**src/sd_cmd_pkg.sv**
```systemverilog
// ======================================================================
// Shared constants for the SD command-line PHY.
// Frame lengths, CRC coverage, power-up timing and response-type codes,
// referenced from the RTL as sd_cmd_pkg::name.
// ======================================================================

package sd_cmd_pkg;

   // command and short response frames
   localparam int CMD_BITS     = 48;
   localparam int CMD_CRC_SPAN = 40;

   // R2 long response
   localparam int LONG_RESP_BITS = 136;
   localparam int LONG_CRC_SKIP  = 8;

   localparam int CRC7_W = 7;

   // high CMD clocks from the host before the first command
   localparam int INIT_WAIT_CLOCKS = 60;

   // response-type codes as driven by the link
   localparam int RESP_TYPE_W = 4;

   localparam logic [RESP_TYPE_W-1:0] RESP_R1  = 4'd1;
   localparam logic [RESP_TYPE_W-1:0] RESP_R1B = 4'd2;
   localparam logic [RESP_TYPE_W-1:0] RESP_R2  = 4'd3;
   localparam logic [RESP_TYPE_W-1:0] RESP_R3  = 4'd4;
   localparam logic [RESP_TYPE_W-1:0] RESP_R6  = 4'd5;
   localparam logic [RESP_TYPE_W-1:0] RESP_R7  = 4'd6;

   // sized for the longest (R2) response
   localparam int RESP_DATA_W = 136;

endpackage

```
**src/sd_cmd_phy.sv**
```systemverilog
// ======================================================================
// SD command-line PHY top level. Joins the command receiver and the
// response transmitter; the transmitter's output enable also masks
// the receiver so the PHY never decodes its own responses.
// ======================================================================
`timescale 1ns/1ps

module sd_cmd_phy (
   input  logic                               sd_clk,
   input  logic                               reset_n,

   // CMD pin
   input  logic                               sd_cmd_in,
   output logic                               sd_cmd_out,
   output logic                               sd_cmd_oe,

   // received commands
   output logic                               cmd_valid,
   output logic [sd_cmd_pkg::CMD_BITS-1:0]    cmd_data,
   output logic                               cmd_crc_ok,

   // responses from the link
   input  logic                               resp_start,
   input  logic [sd_cmd_pkg::RESP_TYPE_W-1:0] resp_type,
   input  logic [sd_cmd_pkg::RESP_DATA_W-1:0] resp_data,
   output logic                               resp_done
);

   sd_cmd_rx cmd_rx_i (
      .sd_clk     (sd_clk),
      .reset_n    (reset_n),
      .sd_cmd_in  (sd_cmd_in),
      .sd_cmd_oe  (sd_cmd_oe),
      .cmd_valid  (cmd_valid),
      .cmd_data   (cmd_data),
      .cmd_crc_ok (cmd_crc_ok)
   );

   // drives the pin and feeds oe back to the receiver
   sd_resp_tx resp_tx_i (
      .sd_clk     (sd_clk),
      .reset_n    (reset_n),
      .resp_start (resp_start),
      .resp_type  (resp_type),
      .resp_data  (resp_data),
      .sd_cmd_out (sd_cmd_out),
      .sd_cmd_oe  (sd_cmd_oe),
      .resp_done  (resp_done)
   );

endmodule

```
**src/sd_cmd_rx.sv**
```systemverilog
// ======================================================================
// SD command receiver. Waits out the host's power-up clocks, then finds
// start bits on CMD, shifts in 48-bit commands and checks their CRC7.
// cmd_valid pulses for one cycle with cmd_data and cmd_crc_ok.
// ======================================================================
`timescale 1ns/1ps

module sd_cmd_rx (
   input  logic                            sd_clk,
   input  logic                            reset_n,
   input  logic                            sd_cmd_in,
   input  logic                            sd_cmd_oe,
   output logic                            cmd_valid,
   output logic [sd_cmd_pkg::CMD_BITS-1:0] cmd_data,
   output logic                            cmd_crc_ok
);

   localparam int CNT_W = $clog2(sd_cmd_pkg::INIT_WAIT_CLOCKS + sd_cmd_pkg::CMD_BITS);

   typedef enum logic [2:0] {
      st_reset,
      st_wait,
      st_idle,
      st_read,
      st_check
   } state_t;

   state_t                            state;
   logic [CNT_W-1:0]                  cnt;
   logic                              cmd_last;
   logic [sd_cmd_pkg::CMD_BITS-2:0]   shreg;
   logic [sd_cmd_pkg::CRC7_W-1:0]     crc;
   logic                              start_det;
   logic                              crc_adv;

   // high-to-low on CMD while we are not driving it
   assign start_det = (state == st_idle) && !sd_cmd_in && cmd_last && !sd_cmd_oe;

   // start bit is zero and leaves a zero CRC unchanged, so only bits 1..39 are folded
   assign crc_adv = (state == st_read) &&
                    (cnt < CNT_W'(sd_cmd_pkg::CMD_CRC_SPAN - 1));

   sd_crc7 crc_i (
      .sd_clk    (sd_clk),
      .reset_n   (reset_n),
      .clear     (state == st_idle),
      .advance   (crc_adv),
      .bit_in    (sd_cmd_in),
      .shift_out (1'b0),
      .fill_ones (1'b0),
      .crc       (crc)
   );

   always_ff @(posedge sd_clk or negedge reset_n) begin
      if (!reset_n) begin
         state     <= st_reset;
         cnt       <= '0;
         cmd_last  <= 1'b0;
         cmd_valid <= 1'b0;
      end else begin
         cmd_last  <= sd_cmd_in;
         cmd_valid <= 1'b0;
         case (state)
            st_reset: begin
               cnt <= '0;
               if (sd_cmd_in) state <= st_wait;
            end
            st_wait: begin
               // host clocks CMD high before its first command
               cnt <= cnt + 1'b1;
               if (cnt == CNT_W'(sd_cmd_pkg::INIT_WAIT_CLOCKS - 1)) state <= st_idle;
            end
            st_idle: begin
               cnt <= '0;
               if (start_det) state <= st_read;
            end
            st_read: begin
               cnt <= cnt + 1'b1;
               // bit 46 is the last one shifted here
               if (cnt == CNT_W'(sd_cmd_pkg::CMD_BITS - 3)) state <= st_check;
            end
            st_check: begin
               // transmission bit must be 1 for a host command
               cmd_valid <= shreg[sd_cmd_pkg::CMD_BITS-3];
               state     <= st_idle;
            end
            default: state <= st_reset;
         endcase
      end
   end

   // frame bits, start bit sits at the top as a zero
   always_ff @(posedge sd_clk) begin
      if (start_det) begin
         shreg <= '0;
      end else if (state == st_read) begin
         shreg <= {shreg[sd_cmd_pkg::CMD_BITS-3:0], sd_cmd_in};
      end
      if (state == st_check) begin
         cmd_data   <= {shreg, sd_cmd_in};
         cmd_crc_ok <= (shreg[sd_cmd_pkg::CRC7_W-1:0] == crc);
      end
   end

endmodule

```
**src/sd_crc7.sv**
```systemverilog
// ======================================================================
// CRC7 register for the SD command line, polynomial x^7 + x^3 + 1.
// advance folds one bit in MSB first; shift_out walks the result out of
// the top bit and backfills ones, so the end bit follows the CRC field.
// ======================================================================
`timescale 1ns/1ps

module sd_crc7 (
   input  logic                          sd_clk,
   input  logic                          reset_n,
   input  logic                          clear,
   input  logic                          advance,
   input  logic                          bit_in,
   input  logic                          shift_out,
   input  logic                          fill_ones,
   output logic [sd_cmd_pkg::CRC7_W-1:0] crc
);

   logic feedback;

   // top bit out xor incoming bit
   assign feedback = bit_in ^ crc[sd_cmd_pkg::CRC7_W-1];

   always_ff @(posedge sd_clk or negedge reset_n) begin
      if (!reset_n) begin
         crc <= '0;
      end else if (clear) begin
         crc <= '0;
      end else if (fill_ones) begin
         crc <= '1;
      end else if (shift_out) begin
         crc <= {crc[sd_cmd_pkg::CRC7_W-2:0], 1'b1};
      end else if (advance) begin
         // taps at x^3 and x^0
         crc <= {crc[5:3], crc[2] ^ feedback, crc[1:0], feedback};
      end
   end

endmodule

```
**src/sd_resp_tx.sv**
```systemverilog
// ======================================================================
// SD response transmitter. Latches a response on resp_start, serializes
// it onto CMD with generated CRC7 and end bit, then pulses resp_done.
// Short types send 48 bits, R2 sends 136; R3 carries an all-ones CRC.
// ======================================================================
`timescale 1ns/1ps

module sd_resp_tx (
   input  logic                               sd_clk,
   input  logic                               reset_n,
   input  logic                               resp_start,
   input  logic [sd_cmd_pkg::RESP_TYPE_W-1:0] resp_type,
   input  logic [sd_cmd_pkg::RESP_DATA_W-1:0] resp_data,
   output logic                               sd_cmd_out,
   output logic                               sd_cmd_oe,
   output logic                               resp_done
);

   localparam int CNT_W = $clog2(sd_cmd_pkg::LONG_RESP_BITS);

   typedef enum logic [1:0] {
      st_idle,
      st_preamble,
      st_write,
      st_end
   } state_t;

   state_t                                state;
   logic [CNT_W-1:0]                      cnt;
   logic [sd_cmd_pkg::RESP_TYPE_W-1:0]    type_q;
   logic [sd_cmd_pkg::RESP_DATA_W-1:0]    shreg;
   logic [sd_cmd_pkg::CRC7_W-1:0]         crc;
   logic [CNT_W-1:0]                      crc_start;
   logic [CNT_W-1:0]                      last_cnt;
   logic                                  type_ok;
   logic                                  accept;
   logic                                  is_long;
   logic                                  is_r3;
   logic                                  writing;
   logic                                  in_payload;
   logic                                  in_crc_skip;
   logic                                  tx_bit;

   // unknown codes are dropped rather than sent with an undefined length
   assign type_ok = resp_type inside {sd_cmd_pkg::RESP_R1, sd_cmd_pkg::RESP_R1B,
                                      sd_cmd_pkg::RESP_R2, sd_cmd_pkg::RESP_R3,
                                      sd_cmd_pkg::RESP_R6, sd_cmd_pkg::RESP_R7};
   assign accept  = (state == st_idle) && resp_start && type_ok;

   assign is_long = (type_q == sd_cmd_pkg::RESP_R2);
   assign is_r3   = (type_q == sd_cmd_pkg::RESP_R3);
   assign writing = (state == st_write);

   // first CRC bit position and last frame bit, per frame length
   assign crc_start = is_long ?
      CNT_W'(sd_cmd_pkg::LONG_RESP_BITS - sd_cmd_pkg::CRC7_W - 1) :
      CNT_W'(sd_cmd_pkg::CMD_CRC_SPAN);
   assign last_cnt  = is_long ?
      CNT_W'(sd_cmd_pkg::LONG_RESP_BITS - 1) :
      CNT_W'(sd_cmd_pkg::CMD_BITS - 1);

   assign in_payload  = writing && (cnt < crc_start);
   // R2 CRC leaves out the start, transmission and reserved bits
   assign in_crc_skip = writing && is_long && (cnt < CNT_W'(sd_cmd_pkg::LONG_CRC_SKIP));

   assign tx_bit = in_payload ? shreg[sd_cmd_pkg::RESP_DATA_W-1] :
                                crc[sd_cmd_pkg::CRC7_W-1];

   sd_crc7 crc_i (
      .sd_clk    (sd_clk),
      .reset_n   (reset_n),
      .clear     ((state == st_idle) || in_crc_skip),
      .advance   (in_payload),
      .bit_in    (shreg[sd_cmd_pkg::RESP_DATA_W-1]),
      .shift_out (writing && !in_payload),
      .fill_ones (in_payload && is_r3),
      .crc       (crc)
   );

   always_ff @(posedge sd_clk or negedge reset_n) begin
      if (!reset_n) begin
         state      <= st_idle;
         cnt        <= '0;
         sd_cmd_oe  <= 1'b0;
         sd_cmd_out <= 1'b1;
         resp_done  <= 1'b0;
      end else begin
         resp_done <= 1'b0;
         case (state)
            st_idle: begin
               if (accept) state <= st_preamble;
            end
            st_preamble: begin
               // one spare cycle keeps the fixed command-to-response gap
               cnt   <= '0;
               state <= st_write;
            end
            st_write: begin
               sd_cmd_oe  <= 1'b1;
               sd_cmd_out <= tx_bit;
               cnt        <= cnt + 1'b1;
               // end bit comes from the ones backfilled behind the CRC
               if (cnt == last_cnt) state <= st_end;
            end
            st_end: begin
               sd_cmd_oe  <= 1'b0;
               sd_cmd_out <= 1'b1;
               resp_done  <= 1'b1;
               state      <= st_idle;
            end
            default: state <= st_idle;
         endcase
      end
   end

   // response payload, msb first
   always_ff @(posedge sd_clk) begin
      if (accept) begin
         type_q <= resp_type;
         shreg  <= resp_data;
      end else if (writing) begin
         shreg <= {shreg[sd_cmd_pkg::RESP_DATA_W-2:0], 1'b1};
      end
   end

endmodule

```
**config.mk**
```make
export PLATFORM = sky130hd
export DESIGN_NAME = sd_cmd_phy
export DESIGN_NICKNAME = d
export VERILOG_FILES = /design/src/sd_cmd_pkg.sv /design/src/sd_cmd_phy.sv /design/src/sd_cmd_rx.sv /design/src/sd_crc7.sv /design/src/sd_resp_tx.sv
export SDC_FILE = /design/constraint.sdc
export NUM_CORES = 1
export LEC_CHECK = 0
export BUFFER_PORTS_ARGS = -buffer_cell sky130_fd_sc_hd__buf_2
export CAP_MARGIN = 15
export CORE_MARGIN = 5
export CORE_UTILIZATION = 47
export CTS_BUF_LIST = sky130_fd_sc_hd__clkbuf_8
export DETAILED_ROUTE_END_ITERATION = 8
export GPL_ROUTABILITY_DRIVEN = 1
export PLACE_DENSITY_LB_ADDON = 0.3
export SLEW_MARGIN = 20
export SYNTH_ARGS = -nofsm -noshare
export SYNTH_HDL_FRONTEND = slang
export SYNTH_HIERARCHICAL = 1
export SYNTH_SLANG_ARGS = --single-unit
```
**constraint.sdc**
```tcl
create_clock -name sd_clk -period 11.7 [get_ports sd_clk]
set_input_delay 1.17 -clock sd_clk [delete_from_list [all_inputs] [get_ports sd_clk]]
set_output_delay 1.17 -clock sd_clk [all_outputs]
set_load 0.005 [all_outputs]
```
Yosys cells after proc, flatten, opt, wreduce, memory -nomap -nowiden
Index checks and enable logic that the tools add are counted.
{"block": "totals", "regBits": 275, "latchBits": 0, "ramBits": 0, "romBits": 0, "input_bits": 144, "word_cells": 103, "mem_count": 0}
{"block": "op_classes", "addsub": 2, "mul": 0, "div_mod_pow": 0, "order_cmp": 3, "eq_ne": 25, "n_shift": 0, "muxes": 25, "bitwise_logic": 4, "reduce_logical": 28}
{"cell": "2-to-1 mux 136 bit", "count": 2}
{"cell": "2-to-1 mux 7 bit", "count": 6}
{"cell": "== test 4 x 3 -> 1 bit (second input constant)", "count": 4}
{"cell": "2-to-1 mux 8 bit", "count": 2}
{"cell": "case mux 8 bit (2 select lines)", "count": 1}
{"cell": "case mux 3 bit (5 select lines)", "count": 1}
{"cell": "== test 7 x 6 -> 1 bit (second input constant)", "count": 2}
{"cell": "case mux 7 bit (2 select lines)", "count": 1}
{"cell": "== test 4 x 2 -> 1 bit (second input constant)", "count": 3}
{"cell": "2-to-1 mux 3 bit", "count": 4}
{"cell": "logical AND 1 bit", "count": 11}
{"cell": "nonzero test 2 bit", "count": 5}
{"cell": "adder 8 x 1 -> 8 bit (second input constant)", "count": 1}
{"cell": "== test 8 bit", "count": 1}
{"cell": "< comparator 8 x 4 -> 1 bit (second input constant)", "count": 1}
{"cell": "< comparator 8 bit", "count": 1}
{"cell": "!= test 2 x 1 -> 1 bit (second input constant)", "count": 4}
{"cell": "case mux 2 bit (4 select lines)", "count": 1}
{"cell": "adder 7 x 1 -> 7 bit (second input constant)", "count": 1}
{"cell": "== test 7 bit", "count": 1}
{"cell": "< comparator 7 x 6 -> 1 bit (second input constant)", "count": 1}
{"cell": "== test 3 x 2 -> 1 bit (second input constant)", "count": 2}
{"cell": "nonzero test 6 bit", "count": 1}
{"cell": "== test 2 bit (second input constant)", "count": 2}
{"cell": "other kinds (17)", "count": 28}

Logic depth before layout (Yosys ltp)
{"block": "depth", "ltp_word": 9, "depth_mapped": 10}

Hierarchy
The synthesis kept the hierarchy.
{"mod": "sd_resp_tx", "instances": 1, "cells_each": 380, "area_per_inst_um2": 6799.0, "seq_area_each_um2": 4530.6}
{"mod": "sd_cmd_rx", "instances": 1, "cells_each": 330, "area_per_inst_um2": 3858.7, "seq_area_each_um2": 2712.6}
{"mod": "sd_crc7", "instances": 2, "cells_each": 35, "area_per_inst_um2": 330.3, "seq_area_each_um2": 175.2}

Worst setup path after synthesis
OpenSTA, ideal clock, no wires.
{"block": "synth_timing", "kind": "input to register", "from": "input resp_type[0] (netlist name)", "to": "register resp_tx_i/shreg[0] (netlist name), enable pin", "setup_ns": 0.819, "arrival_ns": 10.942, "t_required_ns": 10.881, "setup_slack_ns": -0.061, "cell_stages": 3, "path_cell_list": "or3_1 nand4b_2 o21ai_0"}
{"block": "synth_between", "elab_chain_cells": 4, "word_cells_on_any_way": 9, "cone_classes": "6 x eq/ne; 3 x reduce/logical"}
{"item": "start, declared", "line": "sd_cmd_phy.sv:24", "text": "input logic [sd_cmd_pkg::RESP_TYPE_W-1:0] resp_type,"}
{"item": "== test 4 x 1 -> 1 bit (tied with other cells)", "line": "sd_resp_tx.sv:45", "text": "assign type_ok = resp_type inside {sd_cmd_pkg::RESP_R1, sd_cmd_pkg::RESP_R1B,"}
{"item": "nonzero test 6 bit *", "line": "sd_resp_tx.sv:45"}
{"item": "logical AND 1 bit *", "line": "sd_resp_tx.sv:48", "text": "assign accept = (state == st_idle) && resp_start && type_ok;"}
{"item": "nonzero test 2 bit (no line) *"}
{"item": "end signal, assigned", "line": "sd_resp_tx.sv:120", "text": "shreg <= resp_data;"}
{"item": "end signal, assigned", "line": "sd_resp_tx.sv:122", "text": "shreg <= {shreg[sd_cmd_pkg::RESP_DATA_W-2:0], 1'b1};"}
{"item": "end, declared", "line": "sd_resp_tx.sv:31", "text": "logic [sd_cmd_pkg::RESP_DATA_W-1:0] shreg;"}
Mark *: on every way between the ends. The rest lies on a longest branch, timed or not.
A chain may end at the register's enable or synchronous reset.

Worst setup path after layout
{"block": "layout_timing", "from": "input resp_type[2] (netlist name)", "to": "register resp_tx_i/shreg[45] (netlist name) (data pin)"}
{"block": "layout_between", "elab_chain_cells": 4, "word_cells_on_any_way": 9, "cone_classes": "6 x eq/ne; 1 x mux; 2 x reduce/logical"}
{"item": "== test 4 x 1 -> 1 bit (tied with other cells)", "line": "sd_resp_tx.sv:45"}
{"item": "nonzero test 6 bit *", "line": "sd_resp_tx.sv:45"}
{"item": "logical AND 1 bit *", "line": "sd_resp_tx.sv:48"}
{"item": "2-to-1 mux 136 bit *", "line": "sd_resp_tx.sv:118", "text": "if (accept) begin"}
Marked as above.

==> metrics <==
# port buffers 196; Worst path slowest cell buf_4; Detailed Place HPWL ~14000 um; number of global-route vias before repair between 6000 and 7000; CTS resizes 0; Detail Route Antenna Nets 0; Routed WL about 22000 um; worst slew pin tran around 1.0 ns; grt ovf 0; root buffer cell clkbuf_8; CP peak stage delay around 0.95 ns; core footprint around 24000 um2; # DRC 0; via count between 6000 and 7000; die area roughly 27000 um2; Reg clk slew, reported paths 0.06 ns; crit-path cells buf_2, or3_1, nand4b_2, nor2_4, buf_4, buf_4, mux2_2; Final Max Tran Viols 0; vias per cell approximately 5.0; Synth Instances 780; Fin Clk Skew roughly 0.021 ns; final hold violations 0; most numerous cell on the critical path buf_4; ranking of synthesized cells by area edfxtp_1, mux2_2, dfrtp_1, dfxtp_1, mux2_4; top cells by count, synth edfxtp_1, nand2_1, mux2_2, a21oi_1, dfxtp_1; count leader, synth edfxtp_1; synth warn 6; CTS Buffer Depth 3; Routed WL per cell 15.99 um; Rows 56; area delta synth->final 19.04%; TritonRoute pass-1 iters 4; Worst Setup Start Kind primary input; dpl cell area between 10000 and 15000 um2; R2R Setup Slk about 8.4 ns; die height between 150 and 200 um; GPL Wtd Cong just under 0.8; Syn Area/Cell roughly 15 um2; final worst path period need between 3 and 4 ns; H-tree level count 2; Inserted Clock Buffers between 40 and 50; HP Class reg2reg; CP Capture Type flip-flop; Post-synth EDFFs 189; VDD IR max 0.1340 mV; CTS tree yes; First DRT Iteration DRCs about 320; P per Cell Area between 200 and 300 nW/um2; post-layout net count 1158; FF+latch count, synth 275; Setup CP Type in2reg; Design Area, Final between 10000 and 15000 um2; Filler Cell Count 1991; Netlist cell types 59; cell taking the most area after synthesis edfxtp_1; Tcrit/Tclk final between 30% and 40%; # Post-CTS Setup Buffers 0; Sink Count 275; Setup-failing EPs final 0; Worst EP required ~12 ns; Total GRT Usage 15.46%; hold buffers post-CTS 0; post-synthesis cell area around 11000 um2; first-pass GRT wire length 33620 um; crit path DAT 3.92 ns; overall die width about 170 um; initial antenna violation count 10; slew margin rel. between 30% and 40%; total negative slack 0 ns; ys flop type edfxtp_1; largest delay contributor family on the critical path buffers and inverters; FMAX around 270 MHz; Worst Path Buf+Inv 3; starting density of the core 47.93%; IO Pins roughly 200; unrepaired setup endpoints after global routing no; Synth async-reset ratio between 10% and 20%; largest net degree at the start of global routing 90; sequential share of the synthesized area about 67%; Yosys top cell area share between 50% and 60%; # Max-Cap Violations 0; status complete, no violations; share of layout cells above drive strength 1 39.69%; Skew-Pair Late Insertion Delay between 0.5 and 0.6 ns; critical-path maximum fanout 77; Leak Pwr between 0.005 and 0.006 uW
registers in the layout (all words and copies together), names as in the netlist, 3 cells and up:
register / count
cmd_rx_i/shreg: 47
resp_tx_i/type_q: 4
cmd_rx_i/crc_i/crc: 7
resp_tx_i/crc_i/crc: 7
cmd_rx_i/state: 3
resp_tx_i/cnt: 8
cmd_rx_i/cmd_data: 48
resp_tx_i/shreg: 136
cmd_rx_i/cnt: 7
cell type report:
cell class	count	area, um2	area share (%)
Antenna cell	4	10.01	0.07429
Clock buffer	51	701.9	5.210
Clock inverter	34	163.9	1.217
Timing Repair Buffer	204	1045	7.754
Inverter	12	45.04	0.3343
Tap cell	319	399.1	2.962
Sequential cell	275	7594	56.36
Multi-Input combinational cell	467	3515	26.09
per-layer routing:
metal	GRT usage, %	routed length [um]	vias to the layer above
li1	-	-	3318
met1	20.64	9548	3229
met2	22.88	9598	220
met3	6.478	2098	58
met4	5.255	505	14
met5	0	97	-
power breakdown:
group | switching [uW] | internal (uW) | total (uW)
logic | 406 | 413 | 819
clock network | 369 | 422 | 791
registers | 190 | 1580 | 1770
total | 965 | 2420 | 3380
cell usage in the layout, fill, tap and decap left out, types with 3 or more instances in the layout:
cell type | Yosys | routed
a21o_1 | 5 | 5
a21oi_1 | 53 | 53
a31oi_1 | 12 | 12
and2_1 | 3 | 3
buf_2 | 17 | 196
buf_4 | 6 | 7
clkbuf_8 | 0 | 51
clkinv_1 | 0 | 11
clkinv_2 | 0 | 4
conb_1 | 1 | 9
dfrtp_1 | 38 | 38
dfxtp_1 | 47 | 47
diode_2 | 0 | 4
edfxtp_1 | 189 | 189
ha_1 | 8 | 8
inv_1 | 12 | 29
mux2_2 | 97 | 97
mux2_4 | 39 | 39
mux2i_1 | 5 | 5
nand2_1 | 131 | 131
nand3_1 | 7 | 7
nor2_1 | 15 | 15
nor2b_1 | 3 | 3
nor3_1 | 6 | 5
o21ai_0 | 10 | 9
or3_1 | 4 | 4
xnor2_1 | 7 | 7
xor2_1 | 7 | 7
kinds of logic after synthesis:
family,Yosys count,share of synthesized area (%)
AO/OA/AOI/OAI,95,4.919
XOR/XNOR,14,1.083
adder cells (fa/ha/maj),8,0.8844
buffers and inverters,46,2.310
flip-flops,275,67.09
multiplexers,141,15.27
other,1,0.03313
AND/OR/NAND/NOR,200,8.412
per-stage QoR:
| stage | cells | setup WS [ns] | total power [uW] | utilization (%) | hold slack (ns) |
|---|---|---|---|---|---|
| 5_1_grt | 1364 | 7.875 | 3591 | 57.04 | 0.4656 |
| 6_report | 1366 | 8.044 | 3382 | 57.06 | 0.4528 |
| 3_5_place_dp | 1277 | 7.514 | 2610 | 53.33 | 0.4385 |
| 3_3_place_gp | 1277 | 7.552 | 2574 | 53.33 | 0.4324 |
| 2_1_floorplan | 788 | 3.609 | 2448 | - | 0.4081 |
| 4_1_cts | 1362 | 8.086 | 3423 | 57.00 | 0.4529 |
path summary, 6_finish.rpt:
| path | cells past startpoint | endpoint | start |
|---|---|---|---|
| setup / recovery | 7 | resp_tx_i/shreg[45]$_DFFE_PP_ | resp_type[2] |
| max in group asynchronous | 1 | cmd_rx_i/cmd_valid$_DFF_PN0_ | reset_n |
| min in group asynchronous | 1 | resp_tx_i/cnt[3]$_DFFE_PN0P_ | reset_n |
| setup reg to reg | 7 | resp_tx_i/shreg[45]$_DFFE_PP_ | resp_tx_i/state[0]$_DFFE_PN0P_ |
| hold reg to reg | 0 | cmd_rx_i/cmd_data[17]$_DFFE_PN_ | cmd_rx_i/shreg[16]$_SDFFE_PP0N_ |
| hold / removal | 0 | cmd_rx_i/cmd_data[17]$_DFFE_PN_ | cmd_rx_i/shreg[16]$_SDFFE_PP0N_ |
Note: power is estimated with default switching activity, not from simulation.
